$ cat src/logic/router_pkg.sv
// router package: mesh size, tile ids, directions, opcodes and link structs
package router_pkg;

    // ==============================
    // mesh size
    // ==============================
    localparam int MESH_X_W = 2; // 4 columns
    localparam int MESH_Y_W = 2; // 4 rows

    typedef struct packed {
        logic [MESH_Y_W-1:0] y;
        logic [MESH_X_W-1:0] x;
    } t_tile_id;

    // output port of this router, or arbiter inside the next one
    typedef enum logic [2:0] {
        NORTH = 3'd0,
        EAST  = 3'd1,
        SOUTH = 3'd2,
        WEST  = 3'd3,
        LOCAL = 3'd4
    } t_dir;

    typedef enum logic [1:0] {
        RD     = 2'd0,
        WR     = 2'd1,
        RD_RSP = 2'd2,
        WR_RSP = 2'd3
    } t_opcode;

    // ==============================
    // link payload and ready
    // ==============================
    typedef struct packed {
        logic [31:0] data;
        logic [31:0] address;
        t_opcode     opcode;
        t_tile_id    requestor_id;
        t_tile_id    target_tile_id;
        t_dir        next_tile_fifo_arb_id; // arbiter to use in the receiving router
    } t_tile_trans;

    // one bit per arbiter of the receiving router, for traffic on this link
    typedef struct packed {
        logic north_arb;
        logic east_arb;
        logic south_arb;
        logic west_arb;
        logic local_arb;
    } t_fab_ready;

endpackage

$ cat src/logic/fifo.sv
// transaction fifo: circular buffer with occupancy count, head visible after write
module fifo #(
    parameter int FIFO_DEPTH = 4
) (
    input  logic                    clk,
    input  logic                    rst,
    input  logic                    push,
    input  router_pkg::t_tile_trans push_data,
    input  logic                    pop,
    output router_pkg::t_tile_trans head,
    output logic                    empty,
    output logic                    full
);

    localparam int PTR_W = $clog2(FIFO_DEPTH);

    router_pkg::t_tile_trans mem [FIFO_DEPTH];
    logic [PTR_W-1:0]        rd_ptr;
    logic [PTR_W-1:0]        wr_ptr;
    logic [PTR_W:0]          count;   // 0 .. FIFO_DEPTH

    // storage, no reset on payload
    always_ff @(posedge clk) begin
        if (push) begin
            mem[wr_ptr] <= push_data;
        end
    end

    // ==============================
    // pointers and count
    // ==============================
    always_ff @(posedge clk) begin
        if (rst) begin
            rd_ptr <= '0;
            wr_ptr <= '0;
            count  <= '0;
        end else begin
            if (push) wr_ptr <= wr_ptr + 1'b1; // wraps on power-of-two depth
            if (pop)  rd_ptr <= rd_ptr + 1'b1;
            case ({push, pop})
                2'b10:   count <= count + 1'b1;
                2'b01:   count <= count - 1'b1;
                default: count <= count; // idle or push+pop
            endcase
        end
    end

    assign head  = mem[rd_ptr];
    assign empty = (count == '0);
    assign full  = (count == FIFO_DEPTH);

    // producer must respect full, consumer must respect empty
    a_no_overflow: assert property (@(posedge clk) disable iff (rst)
        !(push && full && !pop));
    a_no_underflow: assert property (@(posedge clk) disable iff (rst)
        !(pop && empty));

endmodule

$ cat src/logic/rr_arb.sv
// three-way round-robin arbiter, combinational grant, pointer rotates on advance
module rr_arb (
    input  logic       clk,
    input  logic       rst,
    input  logic [2:0] req,
    input  logic       advance,  // granted requester was served
    output logic [2:0] grant
);

    logic [1:0] ptr; // highest priority index, 0..2

    // first requester at or after ptr
    always_comb begin
        int  idx;
        logic found;
        grant = 3'b000;
        found = 1'b0;
        idx   = 0;
        for (int i = 0; i < 3; i++) begin
            idx = (int'(ptr) + i) % 3;
            if (!found && req[idx]) begin
                grant[idx] = 1'b1;
                found      = 1'b1;
            end
        end
    end

    // ==============================
    // priority pointer
    // ==============================
    always_ff @(posedge clk) begin
        if (rst) begin
            ptr <= 2'd0;
        end else if (advance) begin
            case (grant)
                3'b001:  ptr <= 2'd1; // one past the winner
                3'b010:  ptr <= 2'd2;
                3'b100:  ptr <= 2'd0;
                default: ptr <= ptr;
            endcase
        end
    end

    // grant is one-hot or zero and only goes to a requester
    a_grant_legal: assert property (@(posedge clk) disable iff (rst)
        $onehot0(grant) && ((grant & ~req) == 3'b000));

    // served requester must have been granted
    a_advance_granted: assert property (@(posedge clk) disable iff (rst)
        advance |-> (grant != 3'b000));

endmodule

$ cat src/logic/fifo_arb.sv
// output port arbiter: three input fifos, round-robin winner, XY next-hop rewrite
module fifo_arb #(
    parameter int               FIFO_DEPTH = 4,
    parameter router_pkg::t_dir OUT_DIR    = router_pkg::NORTH
) (
    input  logic                    clk,
    input  logic                    rst,
    input  router_pkg::t_tile_id    local_tile_id,
    input  logic                    valid_alloc_req0,
    input  logic                    valid_alloc_req1,
    input  logic                    valid_alloc_req2,
    input  router_pkg::t_tile_trans alloc_req0,
    input  router_pkg::t_tile_trans alloc_req1,
    input  router_pkg::t_tile_trans alloc_req2,
    output logic                    out_ready_fifo0,
    output logic                    out_ready_fifo1,
    output logic                    out_ready_fifo2,
    output logic                    valid_winner_req,
    output router_pkg::t_tile_trans winner_req,
    input  router_pkg::t_fab_ready  in_ready
);

    logic [2:0]              alloc_valid;
    router_pkg::t_tile_trans alloc [3];
    router_pkg::t_tile_trans heads [3];
    logic [2:0]              fifo_full, fifo_empty, push, pop;
    logic [2:0]              arb_req, grant, held_grant;
    logic                    locked;      // winner stalled last cycle
    logic                    accept;      // transfer this cycle
    logic                    hop_ready;
    router_pkg::t_tile_id    nbr_id;      // tile on the other side of this port
    router_pkg::t_tile_trans head_sel;
    router_pkg::t_dir        next_hop;

    assign alloc_valid = {valid_alloc_req2, valid_alloc_req1, valid_alloc_req0};
    assign alloc[0]    = alloc_req0;
    assign alloc[1]    = alloc_req1;
    assign alloc[2]    = alloc_req2;

    // ==============================
    // input fifos
    // ==============================
    for (genvar i = 0; i < 3; i++) begin : g_fifo
        assign push[i] = alloc_valid[i] && !fifo_full[i]; // accepted from neighbor
        fifo #(.FIFO_DEPTH(FIFO_DEPTH)) u_fifo (
            .clk       (clk),
            .rst       (rst),
            .push      (push[i]),
            .push_data (alloc[i]),
            .pop       (pop[i]),
            .head      (heads[i]),
            .empty     (fifo_empty[i]),
            .full      (fifo_full[i])
        );
    end

    assign out_ready_fifo0 = !fifo_full[0];
    assign out_ready_fifo1 = !fifo_full[1];
    assign out_ready_fifo2 = !fifo_full[2];

    // stalled winner keeps the only request so the grant cannot move
    assign arb_req = locked ? held_grant : ~fifo_empty;

    rr_arb u_rr_arb (
        .clk     (clk),
        .rst     (rst),
        .req     (arb_req),
        .advance (accept),
        .grant   (grant)
    );

    always_comb begin
        head_sel = heads[0];
        if (grant[1]) head_sel = heads[1];
        if (grant[2]) head_sel = heads[2];
    end

    // neighbor coordinate, one step toward OUT_DIR
    always_comb begin
        nbr_id = local_tile_id;
        case (OUT_DIR)
            router_pkg::NORTH: nbr_id.y = local_tile_id.y + 1'b1;
            router_pkg::SOUTH: nbr_id.y = local_tile_id.y - 1'b1;
            router_pkg::EAST:  nbr_id.x = local_tile_id.x + 1'b1;
            router_pkg::WEST:  nbr_id.x = local_tile_id.x - 1'b1;
            default:           nbr_id = local_tile_id;
        endcase
    end

    // XY routing: x first, then y
    always_comb begin
        if (head_sel.target_tile_id.x > nbr_id.x)      next_hop = router_pkg::EAST;
        else if (head_sel.target_tile_id.x < nbr_id.x) next_hop = router_pkg::WEST;
        else if (head_sel.target_tile_id.y > nbr_id.y) next_hop = router_pkg::NORTH;
        else if (head_sel.target_tile_id.y < nbr_id.y) next_hop = router_pkg::SOUTH;
        else                                           next_hop = router_pkg::LOCAL;
    end

    always_comb begin
        case (next_hop)
            router_pkg::NORTH: hop_ready = in_ready.north_arb;
            router_pkg::EAST:  hop_ready = in_ready.east_arb;
            router_pkg::SOUTH: hop_ready = in_ready.south_arb;
            router_pkg::WEST:  hop_ready = in_ready.west_arb;
            default:           hop_ready = in_ready.local_arb;
        endcase
    end

    always_comb begin
        winner_req                       = head_sel;
        winner_req.next_tile_fifo_arb_id = next_hop;
    end

    assign valid_winner_req = |grant;
    assign accept           = valid_winner_req && hop_ready;
    assign pop              = grant & {3{accept}};

    always_ff @(posedge clk) begin
        if (rst) begin
            locked     <= 1'b0;
            held_grant <= 3'b000;
        end else begin
            locked     <= valid_winner_req && !accept;
            held_grant <= grant;
        end
    end

    // presented winner stays put until the neighbor takes it
    a_winner_stable: assert property (@(posedge clk) disable iff (rst)
        valid_winner_req && !accept |=> valid_winner_req && $stable(winner_req));

endmodule

$ cat src/logic/router.sv
// mesh tile router: steers each neighbor input to its output arbiter
module router #(
    parameter int FIFO_DEPTH = 4
) (
    input  logic                    clk,
    input  logic                    rst,
    input  router_pkg::t_tile_id    local_tile_id,
    // ==============================
    // north
    // ==============================
    input  logic                    in_north_req_valid,
    input  router_pkg::t_tile_trans in_north_req,
    output router_pkg::t_fab_ready  out_north_ready,   // east, south, west arbs
    output logic                    out_north_req_valid,
    output router_pkg::t_tile_trans out_north_req,
    input  router_pkg::t_fab_ready  in_north_ready,
    // ==============================
    // east
    // ==============================
    input  logic                    in_east_req_valid,
    input  router_pkg::t_tile_trans in_east_req,
    output router_pkg::t_fab_ready  out_east_ready,    // north, south, west arbs
    output logic                    out_east_req_valid,
    output router_pkg::t_tile_trans out_east_req,
    input  router_pkg::t_fab_ready  in_east_ready,
    // ==============================
    // west
    // ==============================
    input  logic                    in_west_req_valid,
    input  router_pkg::t_tile_trans in_west_req,
    output router_pkg::t_fab_ready  out_west_ready,    // north, east, south arbs
    output logic                    out_west_req_valid,
    output router_pkg::t_tile_trans out_west_req,
    input  router_pkg::t_fab_ready  in_west_ready,
    // ==============================
    // south
    // ==============================
    input  logic                    in_south_req_valid,
    input  router_pkg::t_tile_trans in_south_req,
    output router_pkg::t_fab_ready  out_south_ready,   // north, east, west arbs
    output logic                    out_south_req_valid,
    output router_pkg::t_tile_trans out_south_req,
    input  router_pkg::t_fab_ready  in_south_ready
);

    // fifo ready per arbiter, index = fifo slot of that arbiter
    logic [2:0] north_rdy, east_rdy, south_rdy, west_rdy;

    // next-hop match per input/output pair
    logic s_to_n, e_to_n, w_to_n;
    logic n_to_e, s_to_e, w_to_e;
    logic n_to_s, e_to_s, w_to_s;
    logic n_to_w, e_to_w, s_to_w;

    assign s_to_n = in_south_req_valid && (in_south_req.next_tile_fifo_arb_id == router_pkg::NORTH);
    assign e_to_n = in_east_req_valid  && (in_east_req.next_tile_fifo_arb_id  == router_pkg::NORTH);
    assign w_to_n = in_west_req_valid  && (in_west_req.next_tile_fifo_arb_id  == router_pkg::NORTH);
    assign n_to_e = in_north_req_valid && (in_north_req.next_tile_fifo_arb_id == router_pkg::EAST);
    assign s_to_e = in_south_req_valid && (in_south_req.next_tile_fifo_arb_id == router_pkg::EAST);
    assign w_to_e = in_west_req_valid  && (in_west_req.next_tile_fifo_arb_id  == router_pkg::EAST);
    assign n_to_s = in_north_req_valid && (in_north_req.next_tile_fifo_arb_id == router_pkg::SOUTH);
    assign e_to_s = in_east_req_valid  && (in_east_req.next_tile_fifo_arb_id  == router_pkg::SOUTH);
    assign w_to_s = in_west_req_valid  && (in_west_req.next_tile_fifo_arb_id  == router_pkg::SOUTH);
    assign n_to_w = in_north_req_valid && (in_north_req.next_tile_fifo_arb_id == router_pkg::WEST);
    assign e_to_w = in_east_req_valid  && (in_east_req.next_tile_fifo_arb_id  == router_pkg::WEST);
    assign s_to_w = in_south_req_valid && (in_south_req.next_tile_fifo_arb_id == router_pkg::WEST);

    // fifo slots: north {S,E,W}, east {N,S,W}, south {N,E,W}, west {N,E,S}
    fifo_arb #(.FIFO_DEPTH(FIFO_DEPTH), .OUT_DIR(router_pkg::NORTH)) fifo_arb_north (
        .clk (clk), .rst (rst), .local_tile_id (local_tile_id),
        .valid_alloc_req0 (s_to_n),       .alloc_req0 (in_south_req),
        .valid_alloc_req1 (e_to_n),       .alloc_req1 (in_east_req),
        .valid_alloc_req2 (w_to_n),       .alloc_req2 (in_west_req),
        .out_ready_fifo0  (north_rdy[0]), .out_ready_fifo1 (north_rdy[1]),
        .out_ready_fifo2  (north_rdy[2]),
        .valid_winner_req (out_north_req_valid), .winner_req (out_north_req),
        .in_ready         (in_north_ready)
    );

    fifo_arb #(.FIFO_DEPTH(FIFO_DEPTH), .OUT_DIR(router_pkg::EAST)) fifo_arb_east (
        .clk (clk), .rst (rst), .local_tile_id (local_tile_id),
        .valid_alloc_req0 (n_to_e),       .alloc_req0 (in_north_req),
        .valid_alloc_req1 (s_to_e),       .alloc_req1 (in_south_req),
        .valid_alloc_req2 (w_to_e),       .alloc_req2 (in_west_req),
        .out_ready_fifo0  (east_rdy[0]),  .out_ready_fifo1 (east_rdy[1]),
        .out_ready_fifo2  (east_rdy[2]),
        .valid_winner_req (out_east_req_valid), .winner_req (out_east_req),
        .in_ready         (in_east_ready)
    );

    fifo_arb #(.FIFO_DEPTH(FIFO_DEPTH), .OUT_DIR(router_pkg::SOUTH)) fifo_arb_south (
        .clk (clk), .rst (rst), .local_tile_id (local_tile_id),
        .valid_alloc_req0 (n_to_s),       .alloc_req0 (in_north_req),
        .valid_alloc_req1 (e_to_s),       .alloc_req1 (in_east_req),
        .valid_alloc_req2 (w_to_s),       .alloc_req2 (in_west_req),
        .out_ready_fifo0  (south_rdy[0]), .out_ready_fifo1 (south_rdy[1]),
        .out_ready_fifo2  (south_rdy[2]),
        .valid_winner_req (out_south_req_valid), .winner_req (out_south_req),
        .in_ready         (in_south_ready)
    );

    fifo_arb #(.FIFO_DEPTH(FIFO_DEPTH), .OUT_DIR(router_pkg::WEST)) fifo_arb_west (
        .clk (clk), .rst (rst), .local_tile_id (local_tile_id),
        .valid_alloc_req0 (n_to_w),       .alloc_req0 (in_north_req),
        .valid_alloc_req1 (e_to_w),       .alloc_req1 (in_east_req),
        .valid_alloc_req2 (s_to_w),       .alloc_req2 (in_south_req),
        .out_ready_fifo0  (west_rdy[0]),  .out_ready_fifo1 (west_rdy[1]),
        .out_ready_fifo2  (west_rdy[2]),
        .valid_winner_req (out_west_req_valid), .winner_req (out_west_req),
        .in_ready         (in_west_ready)
    );

    // ==============================
    // ready back to each neighbor
    // ==============================
    always_comb begin
        out_north_ready           = '0;            // u-turn and local stay low
        out_north_ready.east_arb  = east_rdy[0];
        out_north_ready.south_arb = south_rdy[0];
        out_north_ready.west_arb  = west_rdy[0];

        out_east_ready            = '0;
        out_east_ready.north_arb  = north_rdy[1];
        out_east_ready.south_arb  = south_rdy[1];
        out_east_ready.west_arb   = west_rdy[1];

        out_south_ready           = '0;
        out_south_ready.north_arb = north_rdy[0];
        out_south_ready.east_arb  = east_rdy[1];
        out_south_ready.west_arb  = west_rdy[2];

        out_west_ready            = '0;
        out_west_ready.north_arb  = north_rdy[2];
        out_west_ready.east_arb   = east_rdy[2];
        out_west_ready.south_arb  = south_rdy[2];
    end

    // neighbors never send a u-turn or a local hop into this router
    a_north_hop: assert property (@(posedge clk) disable iff (rst) in_north_req_valid |->
        !(in_north_req.next_tile_fifo_arb_id inside {router_pkg::NORTH, router_pkg::LOCAL}));
    a_east_hop: assert property (@(posedge clk) disable iff (rst) in_east_req_valid |->
        !(in_east_req.next_tile_fifo_arb_id inside {router_pkg::EAST, router_pkg::LOCAL}));
    a_south_hop: assert property (@(posedge clk) disable iff (rst) in_south_req_valid |->
        !(in_south_req.next_tile_fifo_arb_id inside {router_pkg::SOUTH, router_pkg::LOCAL}));
    a_west_hop: assert property (@(posedge clk) disable iff (rst) in_west_req_valid |->
        !(in_west_req.next_tile_fifo_arb_id inside {router_pkg::WEST, router_pkg::LOCAL}));

endmodule

$ cat config.mk
export PLATFORM = sky130hd
export DESIGN_NAME = router
export DESIGN_NICKNAME = d
export VERILOG_FILES = /design/src/logic/router_pkg.sv /design/src/logic/fifo.sv /design/src/logic/rr_arb.sv /design/src/logic/fifo_arb.sv /design/src/logic/router.sv
export SDC_FILE = /design/constraint.sdc
export NUM_CORES = 2
export LEC_CHECK = 0
export BUFFER_PORTS_ARGS = -buffer_cell sky130_fd_sc_hd__buf_2
export CAP_MARGIN = 20
export CORE_MARGIN = 3
export CORE_UTILIZATION = 30
export CTS_CLUSTER_SIZE = 8
export DETAILED_ROUTE_END_ITERATION = 16
export PLACE_DENSITY = 0.43
export SLEW_MARGIN = 20
export SYNTH_ARGS = -nofsm -noshare
export SYNTH_HDL_FRONTEND = slang
export SYNTH_HIERARCHICAL = 1
export SYNTH_SLANG_ARGS = --single-unit
$ cat constraint.sdc
create_clock -name clk -period 6.67 [get_ports clk]
set_input_delay 0 -clock clk [delete_from_list [all_inputs] [get_ports clk]]
set_output_delay 0 -clock clk [all_outputs]
set_load 0.1 [all_outputs]
# Word level (Yosys, flattened, before mapping)
# Memories as Yosys holds them, arrays and structs flattened. A register that Yosys moved wholly into a read port is not among the register bits.
# Cells that the tools add are included.
# word_totals
latch_bits	0
output_inout_bits	332
word_cells	552
reg_bits	108
ramBits	3696
inputBits	338
memories	12
mem_bits_ro	0
# op_classes
addsub	60
n_div	12
n_reduce_logical	119
shift	0
order_cmp	40
n_mux	176
n_mul	0
eq_ne	69
n_bitwise	16
# mem_list
name	depth	width	rd	rd_clocked_by_memory_dff	wr	line	text
fifo_arb_east.g_fifo[0].u_fifo.mem	4	77	1	1	1	fifo.sv:17	router_pkg::t_tile_trans mem [FIFO_DEPTH];
fifo_arb_east.g_fifo[1].u_fifo.mem	4	77	1	1	1	fifo.sv:17	
fifo_arb_east.g_fifo[2].u_fifo.mem	4	77	1	1	1	fifo.sv:17	
fifo_arb_north.g_fifo[0].u_fifo.mem	4	77	1	1	1	fifo.sv:17	
fifo_arb_north.g_fifo[1].u_fifo.mem	4	77	1	1	1	fifo.sv:17	
fifo_arb_north.g_fifo[2].u_fifo.mem	4	77	1	1	1	fifo.sv:17	
6 more memories	--	--	--	--	--	--	
# op_table
cell	n
$mux W77	8
$ge A32 B1 Y1 const B	12
$lt A32 B4 Y1 const B	12
$mod A32 B3 Y32 const B	8
$mod A3 B3 Y32 const B	4
$mux W3	32
$pmux W3 S2	12
$mux W1	68
$logic_not A3 Y1	19
$eq A3 B2 Y1 const B	18
$add A2 B1 Y2 const B	26
$logic_and A1 B1 Y1	52
$eq A3 B3 Y1 const B	16
$mux W2	24
$add A3 B1 Y3 const B	12
$sub A3 B1 Y3 const B	12
$eq A3 B1 Y1 const B	11
$bmux W1 S2	12
$demux W1 S2	12
$eq A2 B1 Y1 const B	12
$eq A2 B2 Y1 const B	12
$logic_not A1 Y1	24
$or A3 B3 Y3	8
$pmux W2 S3	4
other kinds (12)	62

# Longest topological paths before layout
# logic_depth
ltp_word	26
depth_mapped	23
depth_no_buf	20

# Modules after synthesis
# The synthesis kept the hierarchy.
# modules_own_cells
mod	area_per_inst_um2	n_inst	cells_each	seq_area_each_um2
fifo	11578.6	12	450	9429.0
fifo_arb at fifo_arb_east ...	1935.6	2	305	80.1
fifo_arb at fifo_arb_north ...	1888.1	2	303	80.1
rr_arb	416.6	4	57	40.0
router	214.0	1	21	0.0

# Worst setup path after synthesis
# No wires, ideal clock.
# synth_path
path_kind	reg-to-reg
start	register fifo_arb_north.g_fifo[1].u_fifo.count[0]
end	register fifo_arb_north.g_fifo[0].u_fifo.count[2]
setup_time_ns	0.070
required_ns	6.600
setup_slack_ns	-2.990
n_path_buf	2
arrival_time_ns	9.590
synth_period_minus_slack_ns	9.660
path_stages_with_launch	22
cell_sequence	dfxtp_1 nor3_1 o21ai_0 mux2i_1 mux2i_1 o211ai_2 inv_1 clkbuf_1 buf_2 mux2i_1 o21ai_0 ha_1 a21oi_1 nor4_1 a222oi_1 and2_1 ha_1 inv_1 fa_1 xor2_1 or3_1 a21oi_1
# synth_lines
element	line	text
start, declared	fifo.sv:20	logic [PTR_W:0] count;
start signal, assigned	fifo.sv:41	2'b10: count <= count + 1'b1;
start signal, assigned	fifo.sv:42	2'b01: count <= count - 1'b1;
start signal, assigned	fifo.sv:43	default: count <= count;
end signal, assigned	fifo.sv:41	
end signal, assigned	fifo.sv:42	
end signal, assigned	fifo.sv:43	
end, declared	fifo.sv:20	

# Worst setup path after layout
# layout_path
start	register fifo_arb_south.g_fifo[1].u_fifo.count[0]
end	register fifo_arb_south.g_fifo[2].u_fifo.count[2]
# layout_via
elab_chain_len	26
word_cells_on_any_way	45
cone_classes	order compare (4); eq/ne (5); mux (23); bitwise (4); reduce/logical (9)
# layout_lines
element	line	text
start, declared	fifo.sv:20	
start signal, assigned	fifo.sv:41	
start signal, assigned	fifo.sv:42	
start signal, assigned	fifo.sv:43	
$logic_not A3 Y1 (*)	fifo.sv:49	assign empty = (count == '0);
via fifo_arb_south.fifo_empty[1]	fifo_arb.sv:26	logic [2:0] fifo_full, fifo_empty, push, pop;
$not A3 Y3 (*)	fifo_arb.sv:62	assign arb_req = locked ? held_grant : ~fifo_empty;
$mux W3 (*)	fifo_arb.sv:62	
via fifo_arb_south.arb_req[1]	fifo_arb.sv:27	logic [2:0] arb_req, grant, held_grant;
$bmux W1 S2	rr_arb.sv:21	if (!found && req[idx]) begin
$mux W1 (not written as such) (2 in a row)	rr_arb.sv:21	
$mux W1	rr_arb.sv:21	
[... 6 more ...]	--	
via fifo_arb_south.grant[1]	fifo_arb.sv:27	
[... 6 more ...]	--	
$mux W3	fifo_arb.sv:92	if (head_sel.target_tile_id.x > nbr_id.x) next_hop = router_pkg::EAST;
$eq A3 B2 Y1, or another cell as far along	fifo_arb.sv:100	case (next_hop)
$pmux W1 S4	fifo_arb.sv:100	
$logic_and A1 B1 Y1 (*)	fifo_arb.sv:115	assign accept = valid_winner_req && hop_ready;
$and A3 B3 Y3 (*)	fifo_arb.sv:116	assign pop = grant & {3{accept}};
via fifo_arb_south.pop[2]	fifo_arb.sv:26	
$eq A2 B1 Y1 / $eq A2 B2 Y1 (equally long branches)	fifo.sv:40	case ({push, pop})
$pmux W3 S2 / $reduce_bool A2 Y1 (equally long branches)	--	
end signal, assigned	fifo.sv:41	
end signal, assigned	fifo.sv:42	
end signal, assigned	fifo.sv:43	
end, declared	fifo.sv:20	
# Mark *: on every way through the listed nets, which the timed path passes. The rest lies on a longest branch. The select of a mux whose other input is x is not followed.
# A chain may end at the register's enable or synchronous reset.

==> flow_summary.toml <==
[route]
post_drt_wl_per_cell_um = 34.59
ant_nets = 0
drtPass1Iterations = 6
routed_via_density = 5.084
first_iter_violations = 7366
drc = 0
vias = 75720
wirelength_um = 515100

[timing]
period_share_pct = 93.67
max_freq_mhz = 160.1
drv_slew = 0
final.setup.tns_ps = 0
period_needed_ps = 6248
finalHoldViolCount = 0
slew_headroom_pct = 14.21
tightest_slew_ps = 1273
rsz0062_at_grt = "false"
fin_worst_skew_ps = 47.08
finalSetupViolations = 0

[clock_network]
root_buffer = "clkbuf_16"
cts_sinks = 3684
htree_levels = 6
clock_latency_ps = 1010
tritoncts.num_buffers = 534
clk_pin_slew_ps = 50
cts_buffer_depth = 4
cts_tree = "built"

[synthesis]
synth.cell_area_mm2 = 0.1433
yosys_warnings = 6
netlist_instances = 6685
synth.avg_cell_area_um2 = 21.44

[finish]
area_delta_synth_final_pct = 22.12
final_cell_mix = "edfxtp_1, mux4_2, buf_2"
nets = 8769
stdcell_count = 14890
design_area_mm2 = 0.1750
layout-drive-gt1-share_pct = 28.53
fin_util_pct = 36.82
final_common_cell = "edfxtp_1"

[setup_path]
path_class = "reg2reg"
cp-end-kind = "flop"
critical_path_required_ps = 7590
critPathArrivalTime_ps = 7170
worstPathMaxFanout = 24
reg2reg_slack_ps = 420
critPathLaunchType = "flop"

[placed_design]
gp_congestion = 0.8049
port_buffers = 661
dp_hpwl_um = 321500
placed_area_mm2 = 0.1540
placed_cells = 13550

[pwr]
p_leak_uw = 0.05452
peakVddDrop_v = 0.0004487
power_uw = 71940
power_density_mw_per_mm2 = 411.0

[floorplan]
die_width_um = 697.2
die-area_mm2 = 0.4861
core_area_mm2 = 0.4755
die_y_um = 697.2
start_util_pct = 30.15
row_count = 253
ios = 670

[job]
maxCapViolCount = 0

[global_route]
grtUsageTotal_pct = 20.75
grt_max_degree = 82
grt_overflow_total = 0
grt_pass1_wl_um = 693900
antenna_found_initial = 99
grt_pass1_vias = 79430

[run_status]
run_status = "complete, no violations"

[worst_hold_path]
hold_class = "in2reg"
critical path, stage by stage (launching register included):
cell and delay (ps):
dfxtp_1 380, nor3_1 70, o21ai_0 620, mux2i_1 260
mux2i_1 250, o211ai_2 230, inv_6 460, mux2i_1 250
o21ai_1 110, ha_1 400, nand3_1 130, a211oi_1 320
o21ai_0 150, a222oi_1 330, dlygate4sd3_1 720, and2_1 220
ha_1 200, inv_1 60, fa_1 370, xor2_1 160
or3_1 300, a21oi_1 160
per-stage QoR:
step / worst slack, ps / hold slack [ps]
after floorplan: 32.27 / 69.07
after global placement: 905.7 / 329.7
after detailed placement: 768.2 / 345.1
after CTS: 40.28 / 1.811
after global routing: 138.8 / 9.987
final: 422.1 / 8.543
power by group:
group	leakage, µW	internal (µW)	total [µW]	switching [µW]
combinational	0.0143	4720	21300	16600
sequential	0.0331	25700	26200	490
clock	0.00715	14600	24500	9830
final timing paths:
check                                                               from                                       end  cells past startpoint
worst max register to register  fifo_arb_south/g_fifo[1].u_fifo/count[0]  fifo_arb_south/g_fifo[2].u_fifo/count[2]                     21
worst max-delay path            fifo_arb_south/g_fifo[1].u_fifo/count[0]  fifo_arb_south/g_fifo[2].u_fifo/count[2]                     21
worst min register to register  fifo_arb_south/g_fifo[1].u_fifo/count[2]  fifo_arb_south/g_fifo[1].u_fifo/count[2]                      2
worst min-delay path                                   in_north_ready[2]                     fifo_arb_north/locked                      7
flip-flops by register name, indices dropped and copies added, names as in the netlist, 9 cells and up, named ones only:
name,count
fifo_arb_east/g_fifo.u_fifo/count,9
fifo_arb_south/g_fifo.u_fifo/mem,888
fifo_arb_north/g_fifo.u_fifo/mem,888
fifo_arb_south/g_fifo.u_fifo/count,9
fifo_arb_west/g_fifo.u_fifo/mem,888
fifo_arb_east/g_fifo.u_fifo/mem,888
fifo_arb_north/g_fifo.u_fifo/count,9
fifo_arb_west/g_fifo.u_fifo/count,9
timing repair:
action                                  4_1_cts  5_1_grt
hold buffers                                616        1
resized for setup                             0        7
endpoints found under the setup margin        0        6
buffers inserted                              0        0
hold endpoints to repair                   3731        1
metal layers:
| layer | GRT usage, % | share of wire [%] | vias to the layer above | routed length [µm] |
|---|---|---|---|---|
| met5 | 0 | 0.022 | - | 115 |
| li1 | - | - | 30590 | - |
| met1 | 27.62 | 42 | 41790 | 217700 |
| met3 | 3.203 | 5.3 | 697 | 27200 |
| met4 | 5.092 | 2.6 | 18 | 13320 |
| met2 | 35.58 | 50 | 2620 | 256700 |
final cells by class:
cell class,instances,area [µm²]
Fill cell,44040,300400
Inverter,152,639.4
Clock inverter,46,737.0
Sequential cell,3684,109400
Tap cell,6375,7976
Timing Repair Buffer,1443,11120
Multi-Input combinational cell,2512,31110
Clock buffer,637,13970
Antenna cell,43,107.6
Power figures use the tool's default switching activity.
